<file path="src/cache_ctrl_pkg.sv">
package cache_ctrl_pkg;

  typedef enum logic {
    REQ_READ  = 1'b0,
    REQ_WRITE = 1'b1
  } req_type_t;

  // Miss handling walks spill, refill, fill, then access
  typedef enum logic [2:0] {
    ST_IDLE      = 3'd0,
    ST_TAG_CHECK = 3'd1,
    ST_SPILL     = 3'd2,
    ST_REFILL    = 3'd3,
    ST_FILL      = 3'd4,
    ST_ACCESS    = 3'd5
  } ctrl_state_t;

endpackage

</file>
<file path="src/cache_geom_pkg.sv">
package cache_geom_pkg;

  // Cache geometry
  localparam int ADDR_W     = 32;
  localparam int WORD_W     = 32;
  localparam int LINE_WORDS = 16;
  localparam int LINE_W     = LINE_WORDS * WORD_W;
  localparam int NUM_SETS   = 32;
  localparam int TAG_W      = 21;
  localparam int INDEX_W    = 5;
  localparam int OFFSET_W   = 4;
  localparam int BYTE_OFS_W = 2;

  typedef logic [ADDR_W-1:0]   addr_t;
  typedef logic [WORD_W-1:0]   word_t;
  typedef logic [LINE_W-1:0]   line_t;
  typedef logic [TAG_W-1:0]    tag_t;
  typedef logic [INDEX_W-1:0]  index_t;
  typedef logic [OFFSET_W-1:0] offset_t;

  // Way 0 or way 1
  typedef logic way_t;

endpackage

</file>
<file path="src/cache_ctrl.sv">
`timescale 1ns/100ps

module cache_ctrl (
  input  logic                      clk,
  input  logic                      reset,
  input  logic                      req_val,
  input  cache_ctrl_pkg::req_type_t req_type,
  input  cache_geom_pkg::addr_t     req_addr,
  input  cache_geom_pkg::word_t     req_data,
  input  logic                      hit,
  input  cache_geom_pkg::way_t      hit_way,
  input  cache_geom_pkg::way_t      victim_way,
  input  logic                      victim_dirty,
  input  logic                      spill_done,
  input  logic                      refill_done,
  input  cache_geom_pkg::word_t     rd_word,
  output logic                      busy,
  output logic                      resp_val,
  output cache_geom_pkg::word_t     resp_data,
  output cache_geom_pkg::index_t    index,
  output cache_geom_pkg::tag_t      tag,
  output cache_geom_pkg::offset_t   offset,
  output cache_geom_pkg::word_t     req_word,
  output logic                      tag_write,
  output logic                      dirty_set,
  output logic                      lru_touch,
  output cache_geom_pkg::way_t      access_way,
  output logic                      fill_en,
  output logic                      word_en,
  output logic                      spill_go,
  output logic                      refill_go
);

  cache_ctrl_pkg::ctrl_state_t state;
  cache_ctrl_pkg::ctrl_state_t state_next;
  cache_ctrl_pkg::req_type_t   type_q;
  cache_geom_pkg::addr_t       addr_q;
  cache_geom_pkg::word_t       data_q;
  logic accept;
  logic is_write;

  assign accept = req_val && (state == cache_ctrl_pkg::ST_IDLE);

  // Request register
  always_ff @(posedge clk) begin
    if (accept) begin
      type_q <= req_type;
      addr_q <= req_addr;
      data_q <= req_data;
    end
  end

  assign tag      = addr_q[cache_geom_pkg::ADDR_W-1 -: cache_geom_pkg::TAG_W];
  assign index    = addr_q[cache_geom_pkg::BYTE_OFS_W+cache_geom_pkg::OFFSET_W +:
                           cache_geom_pkg::INDEX_W];
  assign offset   = addr_q[cache_geom_pkg::BYTE_OFS_W +: cache_geom_pkg::OFFSET_W];
  assign req_word = data_q;
  assign is_write = (type_q == cache_ctrl_pkg::REQ_WRITE);

  // ----------------------------------------------------------
  // FSM
  // ----------------------------------------------------------
  always_ff @(posedge clk) begin
    if (reset) begin
      state <= cache_ctrl_pkg::ST_IDLE;
    end else begin
      state <= state_next;
    end
  end

  always_comb begin
    state_next = state;
    case (state)
      cache_ctrl_pkg::ST_IDLE: begin
        if (req_val) begin
          state_next = cache_ctrl_pkg::ST_TAG_CHECK;
        end
      end
      cache_ctrl_pkg::ST_TAG_CHECK: begin
        if (hit) begin
          state_next = cache_ctrl_pkg::ST_ACCESS;
        end else if (victim_dirty) begin
          state_next = cache_ctrl_pkg::ST_SPILL;
        end else begin
          state_next = cache_ctrl_pkg::ST_REFILL;
        end
      end
      cache_ctrl_pkg::ST_SPILL: begin
        if (spill_done) begin
          state_next = cache_ctrl_pkg::ST_REFILL;
        end
      end
      cache_ctrl_pkg::ST_REFILL: begin
        if (refill_done) begin
          state_next = cache_ctrl_pkg::ST_FILL;
        end
      end
      cache_ctrl_pkg::ST_FILL:   state_next = cache_ctrl_pkg::ST_ACCESS;
      cache_ctrl_pkg::ST_ACCESS: state_next = cache_ctrl_pkg::ST_IDLE;
      default:                   state_next = cache_ctrl_pkg::ST_IDLE;
    endcase
  end

  // Hit way once resident, victim way while missing
  assign access_way = hit ? hit_way : victim_way;

  assign busy      = (state != cache_ctrl_pkg::ST_IDLE);
  assign resp_val  = (state == cache_ctrl_pkg::ST_ACCESS);
  assign resp_data = (resp_val && !is_write) ? rd_word : '0;

  assign spill_go  = (state == cache_ctrl_pkg::ST_SPILL);
  assign refill_go = (state == cache_ctrl_pkg::ST_REFILL);
  assign fill_en   = (state == cache_ctrl_pkg::ST_FILL);
  assign tag_write = fill_en;
  assign word_en   = resp_val && is_write;
  assign dirty_set = word_en;
  assign lru_touch = resp_val;

endmodule

</file>
<file path="config.mk">
export PLATFORM = sky130hd
export DESIGN_NAME = cache_ctrl
export DESIGN_NICKNAME = d
export VERILOG_FILES = /design/src/cache_ctrl_pkg.sv /design/src/cache_geom_pkg.sv /design/src/cache_ctrl.sv
export SDC_FILE = /design/constraint.sdc
export NUM_CORES = 1
export LEC_CHECK = 0
export ABC_AREA = 1
export ABC_CLOCK_PERIOD_IN_PS = 5400
export BUFFER_PORTS_ARGS = -buffer_cell sky130_fd_sc_hd__buf_2
export CORE_ASPECT_RATIO = 0.9
export CORE_MARGIN = 2
export CORE_UTILIZATION = 25
export CTS_CLUSTER_SIZE = 24
export DETAILED_ROUTE_END_ITERATION = 16
export GPL_ROUTABILITY_DRIVEN = 1
export GPL_TIMING_DRIVEN = 0
export PLACE_DENSITY_LB_ADDON = 0.1
export SETUP_SLACK_MARGIN = 0.05
export SKIP_CTS_REPAIR_TIMING = 1
export SYNTH_ARGS = -nofsm -noshare
export SYNTH_HDL_FRONTEND = slang
export SYNTH_SLANG_ARGS = --single-unit
</file>
<file path="constraint.sdc">
create_clock -name clk -period 5.4 [get_ports clk]
set_clock_uncertainty 0.15 [all_clocks]
set_input_delay 1.35 -clock clk [delete_from_list [all_inputs] [get_ports clk]]
set_output_delay 1.35 -clock clk [all_outputs]
set_load 0.01 [all_outputs]
</file>
Yosys cells after proc, flatten, opt, wreduce, memory -nomap -nowiden
Index checks and enable logic that the tools add are counted.
- register bits: 68
- bits of input ports: 106
- output and inout port bits: 104
- equality and inequality tests: 8
- multiplexer cells: 8
- reductions and logical operators: 7
- operators with widths (cell ; count):
    2-to-1 mux 32 bit ; 1
    one-hot mux 3 bit (5 select lines) ; 1
    2-to-1 mux 3 bit ; 4
    == test 3 x 2 -> 1 bit, second input constant ; 2
    == test 3 bit, second input constant ; 2
    inequality test 2 bit, second input constant ; 3
    == test 3 x 1 -> 1 bit, second input constant ; 1
    logical AND 1 bit ; 3
    logical NOT 3 bit ; 1
    AND reduction 3 bit ; 1
    nonzero test 3 bit ; 1
    2-to-1 mux 1 bit ; 2
    logical NOT 1 bit ; 1

Logic depth before layout (Yosys ltp)
- depth in word-level cells: 3
- depth in mapped cells: 7

Worst setup path before layout
No wires, ideal clock.
- path kind: input -> register
- start point: in req_val
- end point: reg addr_q[10] (enable)
- library setup time: 484 ps
- arrival time: 4018 ps
- slack: 747 ps
- cell stages on the path: 2
- path buffers: 0
- cells stage by stage: inv_1 > nor2_1
- word-level cells in the longest chain between the ends: 1
- RTL lines (what ; RTL line ; source):
    start: declaration ; cache_ctrl.sv:6 ; input logic req_val,
    logical AND 1 bit ; cache_ctrl.sv:42 ; assign accept = req_val && (state == cache_ctrl_pkg::ST_IDLE);
    via accept ; cache_ctrl.sv:39 ; logic accept;
    end signal: assignment ; cache_ctrl.sv:48 ; addr_q <= req_addr;
    end: declaration ; cache_ctrl.sv:37 ; cache_geom_pkg::addr_t addr_q;
The timed path passes the listed nets, and every way through them passes these cells.
A chain may end at the register's enable or synchronous reset.

Worst setup path in the final report
- start point: in hit
- end point: out access_way
- word-level cells in the longest chain between the ends: 1
- RTL lines (what ; RTL line ; source):
    start: declaration ; cache_ctrl.sv:10 ; input logic hit,
    2-to-1 mux 1 bit ; cache_ctrl.sv:105 ; assign access_way = hit ? hit_way : victim_way;
    end: declaration ; cache_ctrl.sv:27 ; output cache_geom_pkg::way_t access_way,
Every way passes these cells.

==> impl_metrics.env <==
export IMPL_outcome="complete, no violations"
export IMPL_wl_per_cell_um=13.1
export IMPL_peakVddDrop_mv=0.145
export IMPL_drtPass1Iterations=4
export IMPL_critical_path_class="primary input to primary output"
export IMPL_ios=210
export IMPL_yosysSeqAreaShare_pct=76.9
export IMPL_synth_nets=288
export IMPL_dieHeight_um=99.6
export IMPL_cp_end_kind="primary output"
export IMPL_grt_overflow=0
export IMPL_track_usage_pct=12.2
export IMPL_setup_violations_final=0
export IMPL_h_tree_depth=3
export IMPL_cts_tree="done"
export IMPL_viasPerCell=3.79
export IMPL_finalCritPeriodShare_pct=60.8
export IMPL_syn_instance_count=182
export IMPL_slew_limit_headroom_pct=55.2
export IMPL_cp_top_family="buffers and inverters"
export IMPL_sw_frac_of_total_pct=23.5
export IMPL_power_leakage_nw=2.09
export IMPL_antenna_found_initial=0
export IMPL_drv_cap=0
export IMPL_final_hold_viol_count=0
export IMPL_min_path_type="register to register"
export IMPL_dieArea_mm2=0.0110
export IMPL_max_freq_ghz=0.304
export IMPL_cts_sink_count=66
export IMPL_power_frac_clock_pct=41.0
export IMPL_r2r_cells=5
export IMPL_placed_cells=517
export IMPL_drc=0
export IMPL_cp_arrival_ns=1.78
export IMPL_fillers=961
export IMPL_rsz0062_at_grt="no"
export IMPL_multi_input_area_um2=368
export IMPL_path_cells="buf_2 -> inv_1 -> nand2_1 -> nand2_1 -> buf_2"
export IMPL_regToRegSetupSlack_ns=3.42
export IMPL_cts_buffer_depth=2
export IMPL_fp_coreArea_mm2=0.00978
export IMPL_p_sw_uw=349
export IMPL_cp_start_kind="primary input"
export IMPL_die_x_um=110
export IMPL_synth_seq_cells=66
export IMPL_synth_cell_types=16
export IMPL_r2r_start="state[0]"
export IMPL_syn_to_final_growth_pct=61.7
export IMPL_yosysWarningCount=0
export IMPL_netlist_area_mm2=0.00254
export IMPL_gp_congestion=0.821
export IMPL_p_int_mw=1.14
export IMPL_start_util_pct=25.9
export IMPL_combPwrFrac_pct=15.1
export IMPL_synth_area_per_cell_um2=13.9
export IMPL_critPathMaxFanout=4
export IMPL_power_density_mw_per_mm2=362
export IMPL_hold_depth=3
export IMPL_synth_flop_cell="edfxtp_1"
export IMPL_first_iter_violations=46
export IMPL_portBuffers=207
export IMPL_r2r_end="addr_q[26]"
export IMPL_seq_area_mm2=0.00195
export IMPL_finalCriticalPeriod_ns=3.28
export IMPL_cts_root_buf="clkbuf_16"
export IMPL_postRouteAntennaNets=0
export IMPL_routed_wl_um=6960
export IMPL_crit_required_ns=3.90
export IMPL_vias=2021
export IMPL_grt_pass1_vias=1973
export IMPL_min_from="state[1]"
export IMPL_clk_latency_ns=0.31
export IMPL_slowest_stage="buf_2"
export IMPL_num_antenna_cells=0
export IMPL_worst_path_buf_inv=3
export IMPL_hpwl_um=5720
export IMPL_max_stage_delay_ns=0.12
export IMPL_finalSetupTns_ns=0
export IMPL_synth_edf_count=63
export IMPL_design_power_total_mw=1.48
export IMPL_worst_pin_slew_ns=0.671
export IMPL_rows=34
export IMPL_layout_drive_gt1_share_pct=65.8
export IMPL_stdcell_count=533
export IMPL_grt_max_degree=26
export IMPL_grt_pass1_wl_um=10000
export IMPL_slew_viol_final=0
export IMPL_min_to="state[0]"
export IMPL_numCtsBuffers=9
export IMPL_cts_clk_slew_worst_paths_ns=0.05
export IMPL_synth_async_reset_ratio_pct=0
export IMPL_fin_nets=508
export IMPL_seqPwrFrac_pct=43.8
==> worst register-to-register path, cell delays in order (launching register included) <==
cell and delay [ns]:
dfxtp_1 0.30, buf_6 0.13, nor2_2 0.16, nand2_1 0.12
nor2_4 0.54, buf_12 0.26
==> worst max-delay path by stage <==
stage / start / end / slack (ns) / depth (start not counted)
finish: hit / access_way / 2.12 / 5
global route: hit / access_way / 2.06 / 5
CTS: hit / access_way / 2.11 / 5
detailed placement: hit / access_way / 2.11 / 5
global placement: req_val / addr_q[8] / -0.63 / 3
floorplan: req_val / addr_q[10] / 0.75 / 2
==> flip-flops by register name, summed over array words and instances, names as in the netlist <==
register  flops
addr_q       30
req_word     32
state         3
is_write      1
==> final cells by class <==
cell class                      count  share of cell area (%)
Tap cell                          126                    3.84
Buffer                              7                    1.65
Clock inverter                      6                    2.16
Timing Repair Buffer              209                    26.4
Inverter                           42                    3.84
Sequential cell                    66                    47.6
Multi-Input combinational cell     67                    8.96
Clock buffer                       10                    5.58
==> synth_stat cells (2+ instances only) <==
cell type,instances,area share [%]
dfxtp_1,3,2.4
nor2_1,11,1.6
inv_2,2,0.30
inv_1,40,5.9
edfxtp_1,63,75
buf_6,4,1.8
nand2_1,11,1.6
buf_4,3,0.89
nand3_1,5,0.99
a21oi_1,3,0.59
nor2_2,32,7.9
==> per-layer routing <==
layer / part of all wire, % / GRT usage (%)
met3: 8.1 / 4.78
met5: 0 / 0
met4: 1.3 / 3.85
met2: 52 / 21.3
met1: 38 / 13.6
==> stage by stage <==
| stage | instance area, um2 | hold slack (ns) | utilization [%] | setup WS (ns) |
|---|---|---|---|---|
| 2_1_floorplan | 2540 | 0.492 | - | 0.747 |
| 3_3_place_gp | 3730 | 0.542 | 38.1 | -0.627 |
| 3_5_place_dp | 3790 | 0.537 | 38.7 | 2.11 |
| 4_1_cts | 4100 | 0.552 | 41.9 | 2.11 |
| 5_1_grt | 4100 | 0.638 | 41.9 | 2.06 |
| 6_report | 4100 | 0.543 | 41.9 | 2.12 |
==> cells in the final DEF, fill, tap and decap left out, types with 2 or more instances in the layout <==
cell type / instances
inv_1: 40
nor2_2: 32
clkbuf_16: 9
a21oi_1: 3
dfxtp_1: 3
buf_4: 3
buf_2: 207
inv_2: 2
bufinv_16: 2
buf_6: 4
nand2_1: 11
nand3_1: 5
nor2_1: 10
edfxtp_1: 63
==> logic make-up after synthesis <==
family,count (synthesis),synth area share (%)
compound gates,4,0.789
buf+inv,49,8.88
flops,66,76.9
simple gates,63,13.4
==> power groups by stage <==
stage | combinational (mW) | sequential [mW] | clock, mW
floorplan | 0.0681 | 0.699 | 0
global placement | 0.211 | 0.671 | 0
detailed placement | 0.229 | 0.662 | 0
CTS | 0.230 | 0.652 | 0.631
global route | 0.248 | 0.658 | 0.654
finish | 0.224 | 0.651 | 0.609
No activity file was read; power rests on OpenSTA's default activity.
