### config.mk
export PLATFORM = sky130hd
export DESIGN_NAME = cache_line_xfer
export DESIGN_NICKNAME = d
export VERILOG_FILES = /design/src/cache_geom_pkg.sv /design/src/cache_line_xfer.sv
export SDC_FILE = /design/constraint.sdc
export NUM_CORES = 1
export LEC_CHECK = 0
export BUFFER_PORTS_ARGS = -buffer_cell sky130_fd_sc_hd__buf_4
export CORE_AREA = 2 2 462 464
export CTS_CLUSTER_DIAMETER = 40
export DETAILED_ROUTE_END_ITERATION = 10
export DIE_AREA = 0 0 464 466
export SLEW_MARGIN = 10
export SYNTH_ARGS = -nofsm -noshare
export SYNTH_HDL_FRONTEND = slang
export SYNTH_SLANG_ARGS = --single-unit
export TNS_END_PERCENT = 20
### constraint.sdc
create_clock -name clk -period 9.9 [get_ports clk]
set_input_delay 0.495 -clock clk [delete_from_list [all_inputs] [get_ports clk]]
set_output_delay 0.495 -clock clk [all_outputs]
set_load 0.005 [all_outputs]
### src/cache_geom_pkg.sv
package cache_geom_pkg;

  // Cache geometry
  localparam int ADDR_W     = 32;
  localparam int WORD_W     = 32;
  localparam int LINE_WORDS = 16;
  localparam int LINE_W     = LINE_WORDS * WORD_W;
  localparam int NUM_SETS   = 32;
  localparam int TAG_W      = 21;
  localparam int INDEX_W    = 5;
  localparam int OFFSET_W   = 4;
  localparam int BYTE_OFS_W = 2;

  typedef logic [ADDR_W-1:0]   addr_t;
  typedef logic [WORD_W-1:0]   word_t;
  typedef logic [LINE_W-1:0]   line_t;
  typedef logic [TAG_W-1:0]    tag_t;
  typedef logic [INDEX_W-1:0]  index_t;
  typedef logic [OFFSET_W-1:0] offset_t;

  // Way 0 or way 1
  typedef logic way_t;

endpackage

### src/cache_line_xfer.sv
`timescale 1ns/100ps

module cache_line_xfer (
  input  logic                   clk,
  input  logic                   reset,
  input  logic                   spill_go,
  input  logic                   refill_go,
  input  cache_geom_pkg::index_t index,
  input  cache_geom_pkg::tag_t   tag,
  input  cache_geom_pkg::tag_t   victim_tag,
  input  cache_geom_pkg::line_t  victim_line,
  input  logic                   mem_resp_val,
  input  cache_geom_pkg::word_t  mem_resp_data,
  output logic                   mem_req_val,
  output logic                   mem_req_write,
  output cache_geom_pkg::addr_t  mem_req_addr,
  output cache_geom_pkg::word_t  mem_req_data,
  output logic                   spill_done,
  output logic                   refill_done,
  output cache_geom_pkg::line_t  fill_line
);

  logic [cache_geom_pkg::OFFSET_W:0] spill_cnt;
  logic [cache_geom_pkg::OFFSET_W:0] req_cnt;
  logic [cache_geom_pkg::OFFSET_W:0] resp_cnt;
  cache_geom_pkg::offset_t spill_ofs;
  cache_geom_pkg::offset_t req_ofs;
  cache_geom_pkg::offset_t resp_ofs;
  logic spill_issue;
  logic refill_issue;
  logic resp_take;

  assign spill_ofs = spill_cnt[cache_geom_pkg::OFFSET_W-1:0];
  assign req_ofs   = req_cnt[cache_geom_pkg::OFFSET_W-1:0];
  assign resp_ofs  = resp_cnt[cache_geom_pkg::OFFSET_W-1:0];

  assign spill_done   = (spill_cnt == cache_geom_pkg::LINE_WORDS);
  assign refill_done  = (resp_cnt == cache_geom_pkg::LINE_WORDS);
  assign spill_issue  = spill_go && !spill_done;
  assign refill_issue = refill_go && (req_cnt != cache_geom_pkg::LINE_WORDS);
  assign resp_take    = refill_go && mem_resp_val && !refill_done;

  // ----------------------------------------------------------
  // Memory request port
  // ----------------------------------------------------------
  assign mem_req_val   = spill_issue || refill_issue;
  assign mem_req_write = spill_issue;

  always_comb begin
    if (spill_issue) begin
      mem_req_addr = {victim_tag, index, spill_ofs, {cache_geom_pkg::BYTE_OFS_W{1'b0}}};
      mem_req_data = victim_line[spill_ofs*cache_geom_pkg::WORD_W +: cache_geom_pkg::WORD_W];
    end else begin
      mem_req_addr = {tag, index, req_ofs, {cache_geom_pkg::BYTE_OFS_W{1'b0}}};
      mem_req_data = '0;
    end
  end

  // ----------------------------------------------------------
  // Counters
  // ----------------------------------------------------------
  always_ff @(posedge clk) begin
    if (reset) begin
      spill_cnt <= '0;
      req_cnt   <= '0;
      resp_cnt  <= '0;
    end else begin
      if (spill_done) begin
        spill_cnt <= '0;
      end else if (spill_issue) begin
        spill_cnt <= spill_cnt + 1'b1;
      end
      if (refill_done) begin
        req_cnt  <= '0;
        resp_cnt <= '0;
      end else begin
        if (refill_issue) begin
          req_cnt <= req_cnt + 1'b1;
        end
        if (resp_take) begin
          resp_cnt <= resp_cnt + 1'b1;
        end
      end
    end
  end

  // Responses land in order
  always_ff @(posedge clk) begin
    if (resp_take) begin
      fill_line[resp_ofs*cache_geom_pkg::WORD_W +: cache_geom_pkg::WORD_W] <= mem_resp_data;
    end
  end

endmodule

After elaboration in Yosys (flattened, before gate mapping)
Cells that the tools add are included.
- register bits: 527
- logic and storage cells: 26
- output and inout port bits: 580
- bits of input ports: 596
- add/subtract/negate cells: 4
- eq/ne operators: 3
- shifts and indexed selects: 3
- mux-type cells: 3
- reduce and logical (&&, ||, !) cells: 9
- operators with widths (operator ; number):
    $bwmux 512 ; 1
    $shift 32x34->512 const A ; 1
    $shiftx 32x34->512 ; 1
    $shiftx 512x10->32 ; 1
    $mux 32 ; 2
    $neg 9->34 ; 1
    $add 5x1->5 const B ; 3
    $eq 5x5->1 const B ; 2
    $ne 5x5->1 const B ; 1
    $logic_and 1x1->1 ; 4
    $reduce_or 2->1 ; 2
    $logic_not 1->1 ; 2
    $logic_or 1x1->1 ; 1

Longest topological paths before layout
Gate-level depths: netlist of the first run.
- depth after elaboration: 4
- depth in mapped cells: 11
- gate-level depth less buffers: 5

Least setup slack after synthesis of the first run
No wires, ideal clock.
- path type: reg-to-reg
- from: reg resp_cnt[0] in the netlist's numbering
- to: reg fill_line[0], enable pin
- setup slack: 4356 ps
- required time: 9387 ps
- arrival: 5032 ps
- path buffers: 4
- cell stages (with the launch flop): 10
- library setup time: 513 ps
- period minus slack after synthesis: 5544 ps
- cells stage by stage: dfxtp_1 > clkbuf_1 > inv_1 > ha_1 > buf_2 > nor4bb_1 > buf_2 > or2_1 > buf_2 > nor4b_1
- longest elaborated chain between the ends: 3
- ends and longest elaborated chain (what ; RTL line ; text):
    start: declaration ; cache_line_xfer.sv:25 ; logic [cache_geom_pkg::OFFSET_W:0] resp_cnt;
    start signal: assignment ; cache_line_xfer.sv:81 ; resp_cnt <= resp_cnt + 1'b1;
    $eq 5x5->1 ; cache_line_xfer.sv:38 ; assign refill_done = (resp_cnt == cache_geom_pkg::LINE_WORDS);
    via refill_done ; cache_line_xfer.sv:19 ; output logic refill_done,
    $logic_not 1->1 ; cache_line_xfer.sv:41 ; assign resp_take = refill_go && mem_resp_val && !refill_done;
    $logic_and 1x1->1 ; cache_line_xfer.sv:41 ;
    end signal: indexed assignment ; cache_line_xfer.sv:90 ; fill_line[resp_ofs*cache_geom_pkg::WORD_W +: cache_geom_pkg::WORD_W] <= mem_resp_data;
    end: declaration ; cache_line_xfer.sv:20 ; output cache_geom_pkg::line_t fill_line
The timed path passes the listed nets, and every way through them passes these cells.
A chain may end at the register's enable or synchronous reset.

Final worst setup path of the first run
- from: reg spill_cnt[1] in the netlist's numbering
- to: out mem_req_data[4]
- longest elaborated chain between the ends: 4
- elaborated cells between the ends (all ways): 5
- those cells by class: eq/ne (1); shift (1); mux (1); reduce/logical (2)
- ends and longest elaborated chain (what ; RTL line ; text):
    start: declaration ; cache_line_xfer.sv:23 ; logic [cache_geom_pkg::OFFSET_W:0] spill_cnt;
    start signal: assignment ; cache_line_xfer.sv:71 ; spill_cnt <= spill_cnt + 1'b1;
    branches (longest 3 deep; another with $shiftx 512x10->32) ; - ;
    $mux 32 * ; cache_line_xfer.sv:50 ; if (spill_issue) begin
    end: declaration ; cache_line_xfer.sv:17 ; output cache_geom_pkg::word_t mem_req_data,
Mark *: on every way between the ends.

==> results of run 1 <==
cell type report:
cell class / instances / area [um2]
fill: 23100 / 173000
sequential: 527 / 15700
timing repair buffer: 1197 / 8990
multi-input combinational: 941 / 7740
tap: 2821 / 3530
clock buffer: 81 / 1840
clock inverter: 51 / 668
antenna: 85 / 213
inverter: 14 / 55.1
worst min-delay path: stages:
cell     delay (ns)
buf_4          0.11
nand3_1        0.07
a21oi_1        0.06
logic make-up after synthesis:
logic type,after synthesis,synth area share (%)
AO/OA/AOI/OAI,89,2.38
AND/OR/NAND/NOR,652,13.9
other,1,0.0156
multiplexers,185,14.5
adder cells (fa/ha/maj),7,0.365
buffers and inverters,150,3.17
XOR/XNOR,6,0.297
flip-flops,527,65.4
layout by cell type (no fill, tap or decap), drive strengths merged, types with 3 or more instances in the layout:
cell / Yosys / layout
a21oi: 11 / 11
a22oi: 32 / 32
and2: 129 / 129
and3: 129 / 129
buf: 78 / 1197
bufinv: 0 / 7
clkbuf: 58 / 81
clkinv: 0 / 22
clkinvlp: 0 / 8
dfxtp: 15 / 15
diode: 0 / 85
edfxtp: 512 / 512
ha: 7 / 7
inv: 14 / 28
mux2: 22 / 22
mux2i: 35 / 35
mux4: 128 / 128
nand2: 70 / 70
nand2b: 3 / 3
nand3: 8 / 8
nand4: 4 / 4
nor2: 265 / 265
nor3: 11 / 11
nor4: 9 / 9
o21ai: 41 / 41
or2: 3 / 3
or3: 3 / 3
xor2: 5 / 5
cell usage after synthesis, types with 2 or more instances:
cell,instances,area [um2]
edfxtp_1,512,15400
nor2_1,265,995
and2_1,129,807
and3_1,129,807
mux4_2,128,2880
nand2_1,69,259
buf_2,54,270
clkbuf_1,48,180
o21ai_0,39,195
mux2i_1,35,350
a22oi_1,32,240
mux2_2,21,236
buf_4,16,120
dfxtp_1,15,300
inv_1,12,45.0
a21oi_1,11,55.1
nor3_1,10,50.1
clkbuf_2,9,45.0
nand3_1,8,40.0
ha_1,7,87.6
buf_6,6,67.6
nand4_1,4,25.0
nor4_2,4,50.1
xor2_1,4,35.0
nand2b_1,3,18.8
nor4_1,3,18.8
or3_1,3,18.8
a22o_1,2,17.5
and3b_1,2,17.5
buf_1,2,7.51
nor4_4,2,42.5
nor4bb_1,2,20.0
o21ai_2,2,17.5
or2_2,2,12.5
or4_1,2,15.0
flip-flops by register name, summed over array words and instances (netlist names):
register and flops:
req_cnt 5, resp_cnt 5, spill_cnt 5, fill_line 512
worst paths after layout:
| check | from | to | slack (ns) | cells past startpoint |
|---|---|---|---|---|
| worst min register to register | resp_cnt[4] | resp_cnt[4] | 0.50 | 2 |
| worst max-delay path | spill_cnt[1] | mem_req_data[4] | 5.01 | 6 |
| worst max register to register | resp_cnt[2] | fill_line[8] | 6.02 | 6 |
| worst min-delay path | mem_resp_val | resp_cnt[1] | 0.12 | 3 |
power groups by stage:
stage	combinational, mW	clock [mW]	sequential, mW
2_1_floorplan	0.227	0	2.48
3_3_place_gp	0.673	0	2.49
3_5_place_dp	0.675	0	2.49
4_1_cts	0.678	2.73	2.44
5_1_grt	0.693	2.81	2.44
6_report	0.663	2.68	2.44
layer usage:
layer	vias up	GRT usage [%]	routed length, um
met4	12	11.8	14000
met5	-	0	84
li1	8460	-	-
met3	357	3.45	11700
met2	1400	29.6	95900
met1	10200	14.6	54100
==> impl_metrics.csv, run 1 <==
group,metric,value,unit
outcome,outcome,"complete, no violations",
clock_tree,insertion_delay,0.66,ns
synthesis,syn_inst,1617,
sta,fin_skew,0.0443,ns
detailed_routing,vias_per_cell,3.58,
clock_tree,hold_buffers,0,
finish,fin_util,18.3,%
detailed_routing,drtIter0Drc,2204,
grt,grt_pass1_vias,20600,
detailed_routing,num_vias,20400,
finish,fin_nets,3356,
sta,setup_viol,0,
worst_setup_path,crit_buf_inv,3,
die,start_util,11.4,%
detailed_routing,drcViolationCount,0,
sta,period_share,49.4,%
grt,antenna_found_initial,106,
clock_tree,cts_resized,0,
synthesis,ys_ff_latch,527,
die,fp.dieW,464,um
worst_setup_path,path_cells,"buf_4 -> buf_4 -> mux4_2 -> mux2i_1 -> o21ai_0 -> buf_4",
clock_tree,cts.sink_count,527,
power,ir_drop,133,uV
die,dieArea,216000,um2
worst_hold_path,hp-class,"primary input to flop",
synthesis,syn_avg_cell_area,14.8,um2
grt,overflow,0,
sta,maxSlewHeadroom,20.7,%
finish,postLayoutCellArea,38700,um2
sta,tns,0,ns
synthesis,synth_edf_count,512,
power,powerDensity,149,nW/um2
detailed_routing,wl_per_cell,30.7,um
placed_design,pre_cts_ws,5.68,ns
placed_design,gp_congestion,0.994,
finish,drive_gt1_share,53.6,%
placed_design,numPortBuffers,1163,
power,seqPwrFrac,42.2,%
power,clockPowerShare,46.4,%
worst_setup_path,criticalPathCategory,"flop to output pin",
worst_setup_path,crit_top_cell,"buf_4",
power,switching_share,25.6,%
sta,max_slew.worst_pin.slew,1.19,ns
synthesis,ys_types,60,
grt,grt_use_total,15.6,%
sta,fmax,0.204,GHz
placed_design,hpwl,142,mm
power,power,5.78,mW
grt,grt_pass1_wl,220,mm
detailed_routing,postRouteAntennaNets,0,
worst_setup_path,startpoint_type,"flop",
worst_setup_path,critPathCaptureType,"output pin",
synthesis,yosysWarnings,0,
worst_setup_path,crit_slowest_cell,"buf_4",
die,ios,1176,
power,internal_power,4.30,mW
job,cap_violations,0,
clock_tree,cts_buffer_depth,3,
synthesis,yosysSeqAreaShare,65.4,%
die,die_height,466,um
finish,final_cells,5717,
die,fp.coreArea,211000,um2
clock_tree,ctsHtreeMaxLevel,3,
clock_tree,postCtsSetupBuffers,0,
worst_setup_path,path_delay_family,"buffers and inverters",
finish,syn_to_final_growth,61.4,%
sta,hold_viol_final,0,
sta,fin_crit,4.89,ns
sta,slew_violations,0,
sta,rsz0062_at_grt,"false",
sta,hold_ws,0.123,ns
worst_setup_path,cp_max_fo,54,
sta,fin_ws,5.01,ns
synthesis,async_flop_share,0,%
power,p_comb_share,11.5,%
worst_setup_path,cp.required,9.41,ns
clock_tree,ctsRootBufferMaster,"clkbuf_16",
detailed_routing,drt_wl_total,176,mm
power,leakage,14.7,nW
synthesis,syn_area,24000,um2
detailed_routing,first_pass_iters,6,
synthesis,synth_flop_cell,"edfxtp_1",
worst_setup_path,arrival,4.40,ns
clock_tree,cts_made_buffers,72,
grt,grt_max_degree,123,
clock_tree,clkTransAtPathRegs,0.06,ns
power,power_switching,1.48,mW
placed_design,dp.cells,5500,
placed_design,place_area,36000,um2
worst_setup_path,cp_slowest_stage_delay,0.82,ns
die,row_count,169,
clock_tree,tritoncts,"done",
Note: power is estimated with default switching activity, not from simulation.
==> run 2, diff against run 1 <==
Settings changed: CORE_AREA 2 2 462 464 to 2 2 463 465, DIE_AREA 0 0 464 466 to 0 0 465 467.
Clock period 9.9 ns to 4.58 ns, I/O delays scaled along.
==> impl_metrics.csv, run 2 (synthesized netlist as in run 1, its figures left out) <==
group,metric,value,unit
placed_design,hpwl,136,mm
finish,largest_register,"fill_line",
clock_tree,ctsRootBufferMaster,"clkbuf_16",
detailed_routing,drtIter0Drc,1841,
sta,hold_viol_final,0,
placed_design,gp_congestion,0.959,
die,start_util,11.3,%
die,die_height,467,um
job,cap_violations,0,
finish,fin_util,18.4,%
worst_setup_path,crit_top_cell,"buf_4",
finish,syn_to_final_growth,62.1,%
clock_tree,postCtsSetupBuffers,0,
worst_hold_path,hold_depth,2,
clock_tree,hold_buffers,6,
sta,fin_skew,0.0556,ns
worst_setup_path,crit_slowest_cell,"o21ai_0",
die,row_count,169,
worst_setup_path,arrival,3.25,ns
worst_setup_path,cp_slowest_stage_delay,0.64,ns
outcome,outcome,"complete, no violations",
worst_setup_path,worstRegToRegCells,6,
worst_setup_path,startpoint_type,"flop",
sta,max_slew.worst_pin.slew,1.09,ns
sta,fin_crit,3.47,ns
clock_tree,cts_made_buffers,73,
worst_hold_path,hp-class,"primary input to flop",
sta,rsz0062_at_grt,"false",
clock_tree,cts_buffer_depth,3,
grt,grt_pass1_vias,20100,
clock_tree,clkTransAtPathRegs,0.06,ns
power,powerDensity,318,nW/um2
sta,setup_viol,0,
detailed_routing,wl_per_cell,29.5,um
worst_hold_path,min_to,"fill_line[282]",
worst_setup_path,r2r_end,"fill_line[323]",
die,ios,1176,
worst_setup_path,path_cells,"inv_1 -> ha_1 -> nand4bb_1 -> nand3b_1 -> buf_4 -> o21ai_0 -> buf_4",
worst_setup_path,cp.required,4.35,ns
sta,fmax,0.288,GHz
sta,period_share,75.9,%
power,ir_drop,255,uV
worst_hold_path,hold_path_startpoint,"mem_resp_data[26]",
sta,hold_ws,0.120,ns
clock_tree,cts_resized,0,
detailed_routing,first_pass_iters,5,
finish,fin_nets,3373,
clock_tree,ctsHtreeMaxLevel,3,
die,fp.dieW,465,um
power,leakage,14.8,nW
clock_tree,cts.sink_count,527,
detailed_routing,postRouteAntennaNets,0,
grt,overflow,0,
worst_setup_path,criticalPathCategory,"flop to output pin",
worst_setup_path,critPathCaptureType,"output pin",
detailed_routing,vias_per_cell,3.55,
grt,grt_max_degree,120,
finish,layout_common_cells,"1,201 x buf_4, 512 x edfxtp_1, 263 x nor2_1",
finish,largest_register_ffs,512,
worst_setup_path,crit_buf_inv,3,
grt,grt_use_total,14.9,%
die,fp.coreArea,212000,um2
worst_setup_path,path_delay_family,"compound AO/OA/AOI/OAI gates",
worst_setup_path,timing.rr.start,"resp_cnt[2]",
worst_setup_path,r2r_slack,1.22,ns
finish,nFillCells,23000,
die,dieArea,217000,um2
detailed_routing,num_vias,20300,
worst_setup_path,cp_max_fo,32,
grt,antenna_found_initial,92,
sta,slew_violations,0,
detailed_routing,drcViolationCount,0,
power,power,12.4,mW
sta,maxSlewHeadroom,27.2,%
grt,grt_pass1_wl,209,mm
clock_tree,insertion_delay,0.67,ns
finish,drive_gt1_share,53.7,%
detailed_routing,drt_wl_total,169,mm
clock_tree,tritoncts,"done",
finish,layout_commonest_cell,"buf_4",
placed_design,numPortBuffers,1163,
run 2: area by class of cell:
class                   count  area [um2]  area share, %
clock inverters            51         611           1.57
well taps                2821        3530           9.08
inverters                  14        55.1          0.142
clock buffers              80        1850           4.77
flip-flops and latches    527       15700           40.3
diodes                     81         203          0.521
multi-input cells         941        7750           19.9
repair buffers           1213        9200           23.7
run 2: where the power goes:
| part | leakage [nW] | internal (mW) | switching [mW] |
|---|---|---|---|
| sequential | 4.90 | 5.24 | 0.0176 |
| combinational | 8.67 | 0.674 | 0.756 |
| clock | 1.18 | 3.26 | 2.40 |
| total | 14.8 | 9.18 | 3.17 |
run 2: stage by stage:
| stage | setup TNS, ns | setup slack (ns) | instance area, um2 | instances |
|---|---|---|---|---|
| 6_report | 0 | 1.11 | 38900 | 5728 |
| 5_1_grt | 0 | 0.863 | 38800 | 5689 |
| 4_1_cts | 0 | 0.801 | 38700 | 5647 |
| 3_5_place_dp | 0 | 1.11 | 36200 | 5510 |
| 3_3_place_gp | 0 | 1.16 | 36200 | 5510 |
| 2_1_floorplan | -67.23 | -0.700 | 24000 | 1618 |
run 2: metal layers:
metal	GRT usage [%]	vias to the layer above	part of all wire, %
li1	-	8492	-
met3	3.78	324	7.7
met5	0	-	0.097
met2	28.2	1377	53
met4	10.3	26	7.6
met1	14.0	10100	31
run 2: worst max-delay path by stage:
stage	from	end	slack [ns]	cells after the start
floorplan	resp_cnt[0]	fill_line[192]	-0.70	9
global placement	resp_cnt[2]	fill_line[21]	1.16	7
detailed placement	resp_cnt[2]	fill_line[10]	1.11	7
CTS	spill_cnt[1]	mem_req_data[24]	0.80	5
global route	spill_cnt[1]	mem_req_data[24]	0.86	5
finish	spill_cnt[1]	mem_req_data[30]	1.11	7
